File: config.mk
export PLATFORM = sky130hd
export DESIGN_NAME = datapath
export DESIGN_NICKNAME = d
export VERILOG_FILES = /design/src/busPkg.sv /design/src/isaPkg.sv /design/src/datapath.sv /design/src/requestUnit.sv /design/src/programCounter.sv /design/src/alu.sv /design/src/controlUnit.sv /design/src/registerFile.sv
export VERILOG_INCLUDE_DIRS = /design/src
export SDC_FILE = /design/constraint.sdc
export NUM_CORES = 2
export LEC_CHECK = 0
export ABC_AREA = 0
export BUFFER_PORTS_ARGS = -buffer_cell sky130_fd_sc_hd__buf_2
export CAP_MARGIN = 20
export CELL_PAD_IN_SITES_DETAIL_PLACEMENT = 0
export CELL_PAD_IN_SITES_GLOBAL_PLACEMENT = 2
export CORE_MARGIN = 2
export CORE_UTILIZATION = 45
export DETAILED_ROUTE_END_ITERATION = 10
export PLACE_DENSITY_LB_ADDON = 0.05
export SLEW_MARGIN = 20
export SYNTH_ARGS = -nofsm -noshare
export SYNTH_HDL_FRONTEND = slang
export SYNTH_SLANG_ARGS = --single-unit
File: constraint.sdc
create_clock -name clk -period 16.6 [get_ports clk]
set_input_delay 0 -clock clk [delete_from_list [all_inputs] [get_ports clk]]
set_output_delay 0 -clock clk [all_outputs]
set_load 0.01 [all_outputs]
File: src/core_params.svh
`ifndef CORE_PARAMS_SVH
`define CORE_PARAMS_SVH

// Width of data words and byte addresses.
`define XLEN 32

// Architectural registers, including the hard-wired zero register.
`define REG_COUNT 32

// First instruction fetched after reset.
`define RESET_PC 32'h0000_0000

`endif
File: src/busPkg.sv
`include "core_params.svh"

package busPkg;

    typedef logic [`XLEN-1:0] wordT;

    typedef logic [`XLEN-1:0] addrT;

    // The request unit either waits on a fetch or on a data access.
    typedef enum logic {
        reqFetch,
        reqData
    } reqStateT;

endpackage

File: src/isaPkg.sv
package isaPkg;

    typedef logic [31:0] instrT;

    typedef logic [4:0] regIdxT;

    // Major opcodes of the supported RV32I subset.
    typedef enum logic [6:0] {
        opLui    = 7'b0110111,
        opJal    = 7'b1101111,
        opJalr   = 7'b1100111,
        opBranch = 7'b1100011,
        opLoad   = 7'b0000011,
        opStore  = 7'b0100011,
        opImm    = 7'b0010011,
        opReg    = 7'b0110011
    } opcodeT;

    // Operations the ALU can perform.
    // aluPassB forwards the second operand, which LUI needs.
    typedef enum logic [3:0] {
        aluAdd,
        aluSub,
        aluSll,
        aluSlt,
        aluSltu,
        aluXor,
        aluSrl,
        aluSra,
        aluOr,
        aluAnd,
        aluPassB
    } aluOpT;

endpackage

File: src/datapath.sv
`timescale 1ns/10ps

module datapath (
    input  logic          clk,
    input  logic          rstN,
    input  logic          iAck,
    input  logic          dAck,
    input  isaPkg::instrT instruction,
    input  busPkg::wordT  memLoad,
    output busPkg::addrT  iAddress,
    output busPkg::addrT  dAddress,
    output busPkg::wordT  memStore,
    output logic          dataRead,
    output logic          dataWrite
);

    isaPkg::regIdxT readIdxA;
    isaPkg::regIdxT readIdxB;
    isaPkg::regIdxT writeIdx;
    busPkg::wordT   imm;
    isaPkg::aluOpT  aluOp;
    logic           aluSrcImm;
    logic           regWrite;
    logic           memRead;
    logic           memWrite;
    logic           memToReg;
    logic           branch;
    logic           jal;
    logic           jalr;
    logic           branchTaken;
    logic           commit;
    busPkg::addrT   pc;
    busPkg::wordT   pcPlus4;
    busPkg::wordT   readDataA;
    busPkg::wordT   readDataB;
    busPkg::wordT   aluSrcB;
    busPkg::wordT   aluResult;
    busPkg::wordT   writeBack;

    assign pcPlus4 = pc + busPkg::wordT'(4);

    registerFile registerFile_i (
        .clk       (clk),
        .rstN      (rstN),
        .writeEn   (regWrite && commit),
        .readIdxA  (readIdxA),
        .readIdxB  (readIdxB),
        .writeIdx  (writeIdx),
        .writeData (writeBack),
        .readDataA (readDataA),
        .readDataB (readDataB)
    );

    controlUnit controlUnit_i (
        .instruction (instruction),
        .readIdxA    (readIdxA),
        .readIdxB    (readIdxB),
        .writeIdx    (writeIdx),
        .imm         (imm),
        .aluOp       (aluOp),
        .aluSrcImm   (aluSrcImm),
        .regWrite    (regWrite),
        .memRead     (memRead),
        .memWrite    (memWrite),
        .memToReg    (memToReg),
        .branch      (branch),
        .jal         (jal),
        .jalr        (jalr)
    );

    assign aluSrcB = aluSrcImm ? imm : readDataB;

    alu alu_i (
        .srcA        (readDataA),
        .srcB        (aluSrcB),
        .aluOp       (aluOp),
        .funct3      (instruction[14:12]),
        .result      (aluResult),
        .branchTaken (branchTaken)
    );

    // Loads return memory data and jumps link the return address.
    always_comb begin
        if (memToReg) begin
            writeBack = memLoad;
        end else if (jal || jalr) begin
            writeBack = pcPlus4;
        end else begin
            writeBack = aluResult;
        end
    end

    programCounter programCounter_i (
        .clk         (clk),
        .rstN        (rstN),
        .commit      (commit),
        .branch      (branch),
        .branchTaken (branchTaken),
        .jal         (jal),
        .jalr        (jalr),
        .imm         (imm),
        .jalrTarget  (aluResult),
        .pc          (pc)
    );

    requestUnit requestUnit_i (
        .clk        (clk),
        .rstN       (rstN),
        .iAck       (iAck),
        .dAck       (dAck),
        .pc         (pc),
        .memAddress (aluResult),
        .storeData  (readDataB),
        .memRead    (memRead),
        .memWrite   (memWrite),
        .iAddress   (iAddress),
        .dAddress   (dAddress),
        .memStore   (memStore),
        .dataRead   (dataRead),
        .dataWrite  (dataWrite),
        .commit     (commit)
    );

endmodule

File: src/requestUnit.sv
`timescale 1ns/10ps

module requestUnit (
    input  logic         clk,
    input  logic         rstN,
    input  logic         iAck,
    input  logic         dAck,
    input  busPkg::addrT pc,
    input  busPkg::addrT memAddress,
    input  busPkg::wordT storeData,
    input  logic         memRead,
    input  logic         memWrite,
    output busPkg::addrT iAddress,
    output busPkg::addrT dAddress,
    output busPkg::wordT memStore,
    output logic         dataRead,
    output logic         dataWrite,
    output logic         commit
);

    busPkg::reqStateT state;
    logic             isMem;
    logic             startData;

    assign isMem     = memRead || memWrite;
    assign startData = (state == busPkg::reqFetch) && iAck && isMem;

    // The fetch address follows the PC, which only moves on commit.
    assign iAddress = pc;

    // The core is frozen whenever commit is low.
    assign commit = ((state == busPkg::reqFetch) && iAck && !isMem) ||
                    ((state == busPkg::reqData) && dAck);

    always_ff @(posedge clk or negedge rstN) begin
        if (!rstN) begin
            state     <= busPkg::reqFetch;
            dataRead  <= 1'b0;
            dataWrite <= 1'b0;
        end else if (startData) begin
            state     <= busPkg::reqData;
            dataRead  <= memRead;
            dataWrite <= memWrite;
        end else if ((state == busPkg::reqData) && dAck) begin
            state     <= busPkg::reqFetch;
            dataRead  <= 1'b0;
            dataWrite <= 1'b0;
        end
    end

    // Address and store data stay put for the whole data access.
    always_ff @(posedge clk) begin
        if (startData) begin
            dAddress <= memAddress;
            memStore <= storeData;
        end
    end

endmodule

File: src/programCounter.sv
`timescale 1ns/10ps
`include "core_params.svh"

module programCounter (
    input  logic         clk,
    input  logic         rstN,
    input  logic         commit,
    input  logic         branch,
    input  logic         branchTaken,
    input  logic         jal,
    input  logic         jalr,
    input  busPkg::wordT imm,
    input  busPkg::wordT jalrTarget,
    output busPkg::addrT pc
);

    busPkg::addrT nextPc;

    always_comb begin
        if (jalr) begin
            // JALR clears the lowest bit of the computed target.
            nextPc = {jalrTarget[`XLEN-1:1], 1'b0};
        end else if (jal || (branch && branchTaken)) begin
            nextPc = pc + imm;
        end else begin
            nextPc = pc + `XLEN'(4);
        end
    end

    always_ff @(posedge clk or negedge rstN) begin
        if (!rstN) begin
            pc <= `RESET_PC;
        end else if (commit) begin
            pc <= nextPc;
        end
    end

endmodule

File: src/alu.sv
`timescale 1ns/10ps

module alu (
    input  busPkg::wordT  srcA,
    input  busPkg::wordT  srcB,
    input  isaPkg::aluOpT aluOp,
    input  logic [2:0]    funct3,
    output busPkg::wordT  result,
    output logic          branchTaken
);

    logic equal;
    logic lessSigned;
    logic lessUnsigned;

    assign equal        = (srcA == srcB);
    assign lessSigned   = ($signed(srcA) < $signed(srcB));
    assign lessUnsigned = (srcA < srcB);

    always_comb begin
        case (aluOp)
            isaPkg::aluAdd:   result = srcA + srcB;
            isaPkg::aluSub:   result = srcA - srcB;
            isaPkg::aluSll:   result = srcA << srcB[4:0];
            isaPkg::aluSlt:   result = busPkg::wordT'(lessSigned);
            isaPkg::aluSltu:  result = busPkg::wordT'(lessUnsigned);
            isaPkg::aluXor:   result = srcA ^ srcB;
            isaPkg::aluSrl:   result = srcA >> srcB[4:0];
            isaPkg::aluSra:   result = $signed(srcA) >>> srcB[4:0];
            isaPkg::aluOr:    result = srcA | srcB;
            isaPkg::aluAnd:   result = srcA & srcB;
            isaPkg::aluPassB: result = srcB;
            default:          result = '0;
        endcase
    end

    // Branch condition from funct3, evaluated on the raw register operands.
    always_comb begin
        case (funct3)
            3'b000:  branchTaken = equal;
            3'b001:  branchTaken = !equal;
            3'b100:  branchTaken = lessSigned;
            3'b101:  branchTaken = !lessSigned;
            3'b110:  branchTaken = lessUnsigned;
            3'b111:  branchTaken = !lessUnsigned;
            default: branchTaken = 1'b0;
        endcase
    end

endmodule

File: src/controlUnit.sv
`timescale 1ns/10ps

module controlUnit (
    input  isaPkg::instrT  instruction,
    output isaPkg::regIdxT readIdxA,
    output isaPkg::regIdxT readIdxB,
    output isaPkg::regIdxT writeIdx,
    output busPkg::wordT   imm,
    output isaPkg::aluOpT  aluOp,
    output logic           aluSrcImm,
    output logic           regWrite,
    output logic           memRead,
    output logic           memWrite,
    output logic           memToReg,
    output logic           branch,
    output logic           jal,
    output logic           jalr
);

    isaPkg::opcodeT opcode;
    logic [2:0]     funct3;
    logic           funct7b5;
    busPkg::wordT   immI;
    busPkg::wordT   immS;
    busPkg::wordT   immB;
    busPkg::wordT   immU;
    busPkg::wordT   immJ;

    // SUB and SRA are told apart by bit 30; for immediates only the shift uses it.
    function automatic isaPkg::aluOpT decodeAlu(
        input logic [2:0] f3,
        input logic       f7b5,
        input logic       isReg
    );
        case (f3)
            3'b000:  return (isReg && f7b5) ? isaPkg::aluSub : isaPkg::aluAdd;
            3'b001:  return isaPkg::aluSll;
            3'b010:  return isaPkg::aluSlt;
            3'b011:  return isaPkg::aluSltu;
            3'b100:  return isaPkg::aluXor;
            3'b101:  return f7b5 ? isaPkg::aluSra : isaPkg::aluSrl;
            3'b110:  return isaPkg::aluOr;
            default: return isaPkg::aluAnd;
        endcase
    endfunction

    assign opcode   = isaPkg::opcodeT'(instruction[6:0]);
    assign funct3   = instruction[14:12];
    assign funct7b5 = instruction[30];
    assign readIdxA = instruction[19:15];
    assign readIdxB = instruction[24:20];
    assign writeIdx = instruction[11:7];

    assign immI = {{20{instruction[31]}}, instruction[31:20]};
    assign immS = {{20{instruction[31]}}, instruction[31:25], instruction[11:7]};
    assign immB = {{19{instruction[31]}}, instruction[31], instruction[7],
                   instruction[30:25], instruction[11:8], 1'b0};
    assign immU = {instruction[31:12], 12'b0};
    assign immJ = {{11{instruction[31]}}, instruction[31], instruction[19:12],
                   instruction[20], instruction[30:21], 1'b0};

    always_comb begin
        imm       = '0;
        aluOp     = isaPkg::aluAdd;
        aluSrcImm = 1'b0;
        regWrite  = 1'b0;
        memRead   = 1'b0;
        memWrite  = 1'b0;
        memToReg  = 1'b0;
        branch    = 1'b0;
        jal       = 1'b0;
        jalr      = 1'b0;
        case (opcode)
            isaPkg::opLui: begin
                imm       = immU;
                aluOp     = isaPkg::aluPassB;
                aluSrcImm = 1'b1;
                regWrite  = 1'b1;
            end
            isaPkg::opJal: begin
                imm      = immJ;
                jal      = 1'b1;
                regWrite = 1'b1;
            end
            isaPkg::opJalr: begin
                // The ALU adds rs1 and the offset to form the jump target.
                imm       = immI;
                aluSrcImm = 1'b1;
                jalr      = 1'b1;
                regWrite  = 1'b1;
            end
            isaPkg::opBranch: begin
                imm    = immB;
                branch = 1'b1;
            end
            isaPkg::opLoad: begin
                imm       = immI;
                aluSrcImm = 1'b1;
                memRead   = 1'b1;
                memToReg  = 1'b1;
                regWrite  = 1'b1;
            end
            isaPkg::opStore: begin
                imm       = immS;
                aluSrcImm = 1'b1;
                memWrite  = 1'b1;
            end
            isaPkg::opImm: begin
                imm       = immI;
                aluSrcImm = 1'b1;
                aluOp     = decodeAlu(funct3, funct7b5, 1'b0);
                regWrite  = 1'b1;
            end
            isaPkg::opReg: begin
                aluOp    = decodeAlu(funct3, funct7b5, 1'b1);
                regWrite = 1'b1;
            end
            // Anything else retires as a no-op.
            default: begin
                regWrite = 1'b0;
            end
        endcase
    end

endmodule

File: src/registerFile.sv
`timescale 1ns/10ps
`include "core_params.svh"

module registerFile (
    input  logic           clk,
    input  logic           rstN,
    input  logic           writeEn,
    input  isaPkg::regIdxT readIdxA,
    input  isaPkg::regIdxT readIdxB,
    input  isaPkg::regIdxT writeIdx,
    input  busPkg::wordT   writeData,
    output busPkg::wordT   readDataA,
    output busPkg::wordT   readDataB
);

    // Register 0 has no storage and always reads as zero.
    busPkg::wordT regs [1:`REG_COUNT-1];

    always_ff @(posedge clk or negedge rstN) begin
        if (!rstN) begin
            for (int i = 1; i < `REG_COUNT; i++) begin
                regs[i] <= '0;
            end
        end else if (writeEn && (writeIdx != '0)) begin
            regs[writeIdx] <= writeData;
        end
    end

    assign readDataA = (readIdxA == '0) ? '0 : regs[readIdxA];
    assign readDataB = (readIdxB == '0) ? '0 : regs[readIdxB];

endmodule

After elaboration in Yosys (flattened, before gate mapping)
Cells that the tools add are included.
{"block": "totals", "register_bits": 1091, "input_bits": 68, "word_cells": 143, "latch_bits": 0, "romBits": 0, "ram_bits": 0, "mem_count": 0, "out_inout_bits": 98}
{"block": "op_classes", "magnitude_cmp": 6, "n_shift": 3, "reduce_logical": 25, "muxes": 35, "n_div": 0, "n_mul": 0, "bitwise_logic": 7, "n_eq_ne": 26, "addsub": 4}
{"op": "$bwmux W992", "count": 1}
{"op": "$mux W32", "count": 12}
{"op": "$pmux W32 S11", "count": 1}
{"op": "$bmux W32 S5", "count": 2}
{"op": "$demux W32 S5", "count": 1}
{"op": "$pmux W32 S5", "count": 1}
{"op": "$add A32 B32 Y32", "count": 2}
{"op": "$lt A32 B32 Y1", "count": 2}
{"op": "$pmux W4 S7", "count": 2}
{"op": "$add A32 B3 Y32 const B", "count": 1}
{"op": "$and A32 B32 Y32", "count": 1}
{"op": "$eq A32 B32 Y1", "count": 1}
{"op": "$or A32 B32 Y32", "count": 1}
{"op": "$shl A32 B5 Y32", "count": 1}
{"op": "$shr A32 B5 Y32", "count": 1}
{"op": "$sshr A32 B5 Y32", "count": 1}
{"op": "$sub A32 B32 Y32", "count": 1}
{"op": "$xor A32 B32 Y32", "count": 1}
{"op": "$eq A7 B6 Y1 const B", "count": 3}
{"op": "$eq A7 B7 Y1 const B", "count": 3}
{"op": "$ge A6 B6 Y1 const B", "count": 3}
{"op": "$not A5 Y6", "count": 3}
{"op": "$eq A4 B3 Y1 const B", "count": 4}
{"op": "$mux W1", "count": 13}
{"op": "other kinds (23)", "count": 44}

Longest topological paths before layout
{"block": "logic_depth", "ltp_word": 13, "depth_mapped": 27, "mapped_depth_nobuf": 22}

Cells and area by module
A second synthesis with hierarchy kept.
{"block": "hier_totals", "cells_unflattened": 5970, "hier_area_um2": 71518.6}
{"module": "registerFile", "seq_area_each_um2": 24823.8, "cells_each": 3612, "area_per_inst_um2": 53491.3, "instances": 1}
{"module": "alu", "seq_area_each_um2": 0.0, "cells_each": 1366, "area_per_inst_um2": 9223.8, "instances": 1}
{"module": "programCounter", "seq_area_each_um2": 800.8, "cells_each": 513, "area_per_inst_um2": 3916.3, "instances": 1}
{"module": "requestUnit", "seq_area_each_um2": 1996.9, "cells_each": 115, "area_per_inst_um2": 2342.2, "instances": 1}
{"module": "datapath", "seq_area_each_um2": 0.0, "cells_each": 246, "area_per_inst_um2": 1716.6, "instances": 1}
{"module": "controlUnit", "seq_area_each_um2": 0.0, "cells_each": 118, "area_per_inst_um2": 828.3, "instances": 1}

Worst setup path before layout
Ideal clock, no wire load.
{"block": "synth_timing", "kind": "input -> register", "startpoint": "input instruction[20]", "endpoint": "register programCounter_i.pc[28]", "setup_slack_ns": 10.200, "n_path_buf": 9, "setup_time_ns": 0.094, "path_stages": 25, "arrival_time_ns": 6.306, "required_ns": 16.506, "cell_sequence": "buf_2 > buf_6 > buf_6 > buf_2 > clkbuf_1 > buf_1 > mux4_2 > mux4_2 > mux2i_1 > inv_1 > a21boi_0 > ha_1 > clkbuf_1 > or4b_2 > or4_1 > nor2_1 > nand4_1 > xor2_1 > nor4b_1 > a41o_1 > a21o_1 > clkbuf_1 > clkbuf_1 > a21oi_1 > a211oi_1"}
{"block": "synth_via", "elab_chain_cells": 13, "word_cells_on_any_way": 29, "classes_between": "add/sub: 3; order compare: 2; eq/ne: 1; shift: 3; mux: 10; bitwise: 4; reduce/logical: 6"}
{"element": "start, declared", "line_no": "datapath.sv:8", "rtl": "input isaPkg::instrT instruction,"}
{"element": "$not A5 Y6 (not written as such)", "line_no": "registerFile.sv:30", "rtl": "assign readDataB = (readIdxB == '0) ? '0 : regs[readIdxB];"}
{"element": "$bmux W32 S5", "line_no": "registerFile.sv:30"}
{"element": "$mux W32 (not written as such) (2 in a row)", "line_no": "registerFile.sv:30"}
{"element": "$mux W32 (*)", "line_no": "registerFile.sv:30"}
{"element": "net readDataB[18]", "line_no": "datapath.sv:35", "rtl": "busPkg::wordT readDataB;"}
{"element": "$mux W32 (*)", "line_no": "datapath.sv:71", "rtl": "assign aluSrcB = aluSrcImm ? imm : readDataB;"}
{"element": "$lt A32 B32 Y1, or another cell as far along", "line_no": "alu.sv:18", "rtl": "assign lessUnsigned = (srcA < srcB);"}
{"element": "$logic_not A1 Y1, on equally long branches", "line_no": "alu.sv:45, alu.sv:41, alu.sv:43"}
{"element": "$pmux W1 S6", "line_no": "alu.sv:39", "rtl": "case (funct3)"}
{"element": "$logic_and A1 B1 Y1", "line_no": "programCounter.sv:23", "rtl": "end else if (jal || (branch && branchTaken)) begin"}
{"element": "$logic_or A1 B1 Y1", "line_no": "programCounter.sv:23"}
{"element": "$mux W32", "line_no": "programCounter.sv:23"}
{"element": "$mux W32 (*)", "line_no": "programCounter.sv:20", "rtl": "if (jalr) begin"}
{"element": "end signal, assigned", "line_no": "programCounter.sv:32", "rtl": "pc <= `RESET_PC;"}
{"element": "end signal, assigned", "line_no": "programCounter.sv:34", "rtl": "pc <= nextPc;"}
{"element": "end, declared", "line_no": "programCounter.sv:14", "rtl": "output busPkg::addrT pc"}
The timed path passes the listed nets; every way through them passes the cells marked *. The select of a mux whose other input is x is not followed.
A chain may end at the register's enable or synchronous reset.

Worst setup path after layout
{"block": "layout_timing", "startpoint": "input instruction[21]", "endpoint": "register registerFile_i.regs[286] (netlist bit)"}
{"block": "layout_via", "elab_chain_cells": 11, "word_cells_on_any_way": 20, "classes_between": "add/sub: 2; shift: 3; mux: 10; bitwise: 4; reduce/logical: 1"}
{"element": "$not A5 Y6 (not written as such)", "line_no": "registerFile.sv:30"}
{"element": "$bmux W32 S5", "line_no": "registerFile.sv:30"}
{"element": "$mux W32 (not written as such) (2 in a row)", "line_no": "registerFile.sv:30"}
{"element": "$mux W32 (*)", "line_no": "registerFile.sv:30"}
{"element": "net readDataB[3]", "line_no": "datapath.sv:35"}
{"element": "$mux W32 (*)", "line_no": "datapath.sv:71"}
{"element": "$sub A32 B32 Y32, or another cell as far along", "line_no": "alu.sv:23", "rtl": "isaPkg::aluSub: result = srcA - srcB;"}
{"element": "$pmux W32 S11 (*)", "line_no": "alu.sv:21", "rtl": "case (aluOp)"}
{"element": "$mux W32 (*)", "line_no": "datapath.sv:86", "rtl": "end else if (jal || jalr) begin"}
{"element": "$mux W32 (*)", "line_no": "datapath.sv:84", "rtl": "if (memToReg) begin"}
{"element": "$bwmux W992 (*)", "line_no": "registerFile.sv:25", "rtl": "regs[writeIdx] <= writeData;"}
{"element": "end signal, assigned by index", "line_no": "registerFile.sv:25"}
{"element": "end, declared", "line_no": "registerFile.sv:17", "rtl": "busPkg::wordT regs [1:`REG_COUNT-1];"}
Marked as above.

==> flow_summary.yaml <==
pwr:
  power_density_nw_per_um2: 95.1
  p_sw_share_pct: 33.4
  power_w: 0.00745
  p_clk_share_pct: 39.3
  internal_power_w: 0.00496
  ir_worst_vdd_v: 0.000110
  p_leak_nw: 33.6
  switchingPower_w: 0.00249
  pwr-share-seq_pct: 38.6
  combPwrFrac_pct: 22.0
sta:
  hold_viol: 2
  setup_tns_ns: 0
  skew_ns: 0.0512
  finalCritPeriodShare_pct: 53.5
  finalCriticalPeriod_ns: 8.87
  rsz0062_at_grt: "false"
  holdWs_ns: -0.00568
  relSlewSlack_pct: 14.0
  finalMaxSlewViolations: 0
  setup_viol: 0
  fmax_mhz: 113
  tightest_slew_ns: 1.26
worst_setup_path:
  critPathMaxStageDelay_ns: 0.87
  crit_path_end_kind: "flip-flop"
  worstSetupStartpointType: "input pin"
  cpMostUsedCell: "buf_4"
  critical_path.slowest_cell: "buf_4"
  critPathTopFamily: "buffers and inverters"
  crit_required_ns: 17.27
  critPathKind: "in -> reg"
  arrival_ns: 9.55
  crit_fanout: 128
  cp.buffers_inverters: 6
  path_cells: "buf_8 > buf_4 > buf_12 > buf_4 > mux4_2 > mux2i_1 > a2bb2oi_1 > o21a_1 > a21oi_4 > buf_4 > ha_1 > nand2b_1 > o311ai_0 > a211o_1 > a211oi_1 > and4b_1 > o31ai_1 > or3_1 > a21oi_1 > or3_1 > nor3_1 > a21oi_2 > buf_4 > mux2_2"
layout:
  nNetsFinal: 6857
  fillers: 14300
  final_core_utilization_pct: 50.2
  design_area_sq_um: 78300
  drive_above_1_share_pct: 26.9
  syn_to_final_growth_pct: 10.8
synthesis:
  synth.distinct_cells: 112
  netlist.area_leader.share_pct: 36.4
  synth_area_leaders: "dfrtp_1 36%, mux4_2 15%, mux2_2 9.0%"
  async_flop_share_pct: 94.1
  syn_area_sq_um: 70700
  ys_warn_count: 0
  synthFlopType: "dfrtp_1"
  synth_top_area_cell: "dfrtp_1"
  synth_common_cells: "1,027 x dfrtp_1, 645 x nor2_1, 567 x mux2_2"
  syn_inst: 6714
  syn_area_per_cell_sq_um: 10.5
  synth_seq_cells: 1091
  ys_seq_area_share_pct: 39.1
  syn_nets: 6918
  synth_edf_count: 64
  synthMostInstantiatedCell: "dfrtp_1"
outcome:
  status: "finished, violations left"
  violations: "hold timing"
routing:
  drt_wl_total_um: 327000
  viasPerCell: 6.84
  drtAntennaViolNets: 0
  num_vias: 60300
  first_pass_iters: 6
  wl_per_cell_um: 37.1
  drt_iter0_drc: 7937
  drc: 0
global_routing:
  grt-ovfl-total: 0
  first_global_vias: 57600
  grt_max_degree: 178
  grt_pass1_wl_um: 459000
  grt_usage_pct: 40.3
  antenna_found_initial: 23
floorplanning:
  ios: 166
  rows: 145
  dieArea_sq_um: 160000
  start_util_pct: 45.3
  die_w_um: 400
  die_h_um: 400
  coreArea_sq_um: 156000
clock_tree:
  h-tree-depth: 4
  cts_setup_buffers: 0
  cts_sinks: 1091
  cts_root_buf: "clkbuf_16"
  worstSkewPairLatency_ns: 0.81
  cts-buffers-inserted: 130
  cts_max_path_buffers: 3
  cts_tree: "yes"
  ctsResizeCount: 0
  path_clk_slew_ns: 0.06
placed_design:
  hpwlAfterDp_um: 221000
  port_buffers: 165
  gp_congestion: 1.07
  post_dp_cell_area_sq_um: 73700
worst_hold_path:
  hold_path_class: "in -> reg"
run:
  drv_cap: 0
[power groups by stage]
stage	clock, W	combinational [W]	sequential [W]
2_1_floorplan	0	0.000927	0.00289
3_3_place_gp	0	0.00158	0.00292
3_5_place_dp	0	0.00158	0.00292
4_1_cts	0.00297	0.00159	0.00287
5_1_grt	0.00308	0.00171	0.00289
6_report	0.00293	0.00164	0.00288
[worst register-to-register path, stage by stage (launching register included)]
cell and delay [ns]:
dfrtp_1 0.39, mux4_2 0.48, mux4_2 0.49, mux2i_1 0.62, inv_1 0.20, a21boi_0 0.95
ha_1 0.53, and3b_1 0.39, nand3_1 0.12, a211oi_1 0.55, and4b_1 0.32, o31ai_1 0.48
or3_1 0.18, a21oi_1 0.05, or3_1 0.48, nor3_1 0.59, a21oi_2 0.29, buf_4 0.33
mux2_2 0.35
[cells by family (layout without fill, tap and decap cells)]
logic type                 count (synthesis)  count (layout)  synth area share [%]
AOI/OAI and AO/OA                       1768            1768                  16.2
xor gates and xnor gates                  71              71                 0.880
adders and majority gates                136             136                  2.44
buffers and inverters                    753             789                  4.65
DFF                                     1091            1091                  39.1
muxes                                   1185            1185                  26.0
other                                      0               3                     0
and+or+nand+nor                         1710            1710                  10.8
[cell type report]
type / count / area (sq um) / area share (%)
Multi-Input combinational cell: 4870 / 40300 / 51.5
Sequential cell: 1091 / 27600 / 35.3
Clock buffer: 186 / 3730 / 4.76
Timing Repair Buffer: 420 / 2970 / 3.79
Tap cell: 2058 / 2570 / 3.29
Clock inverter: 43 / 581 / 0.741
Inverter: 140 / 529 / 0.676
Antenna cell: 3 / 7.51 / 0.00958
[sequential cells by signal (all words and copies together) (netlist names)]
name and flops:
registerFile_i.regs 992, programCounter_i.pc 32, requestUnit_i.dAddress 32, requestUnit_i.memStore 32, requestUnit_i.dataRead 1, requestUnit_i.dataWrite 1
requestUnit_i.state 1
[per-stage QoR]
step	worst slack [ns]	cells
6_report	7.73	8811
3_5_place_dp	6.92	8555
2_1_floorplan	10.20	6714
4_1_cts	7.73	8806
3_3_place_gp	7.14	8555
5_1_grt	7.67	8808
[layer usage]
metal / vias up / part of all wire [%] / GRT usage [%] / wire (um)
met4: 10 / 5.1 / 17.9 / 16800
li1: 25100 / - / - / -
met2: 3393 / 43 / 58.4 / 140000
met3: 627 / 10 / 9.26 / 33300
met5: - / 0.019 / 0 / 63
met1: 31200 / 42 / 57.5 / 137000
[path summary, 6_finish.rpt]
kind / from / end / slack, ns / depth (start not counted)
min: memLoad[17] / registerFile_i.regs[753] / -0.006 / 5
min in group asynchronous: rstN / registerFile_i.regs[113] / 0.50 / 4
max: instruction[21] / registerFile_i.regs[286] / 7.73 / 24
max reg2reg: registerFile_i.regs[530] / registerFile_i.regs[286] / 8.65 / 18
min reg2reg: registerFile_i.regs[283] / registerFile_i.regs[283] / 0.49 / 2
max in group asynchronous: rstN / registerFile_i.regs[624] / 13.57 / 6
[layout by cell type, fill, tap and decap left out, types with 149 or more instances in the layout]
| master | synthesis | final |
|---|---|---|
| buf_4 | 37 | 226 |
| nand2_1 | 566 | 556 |
| buf_2 | 127 | 157 |
| mux2_2 | 567 | 567 |
| mux2i_1 | 156 | 155 |
| nor3_1 | 165 | 161 |
| o21ai_0 | 348 | 343 |
| mux4_2 | 462 | 462 |
| a31oi_1 | 153 | 152 |
| nor2_1 | 645 | 608 |
| o31ai_1 | 151 | 149 |
| dfrtp_1 | 1027 | 1027 |
| a21oi_1 | 416 | 414 |
[what timing repair did]
| item | 4_1_cts | 5_1_grt |
|---|---|---|
| hold buffers | 22 | 0 |
| endpoints found under the hold margin | 396 | 0 |
| setup endpoints to repair | 0 | 0 |
Power figures use the tool's default switching activity.
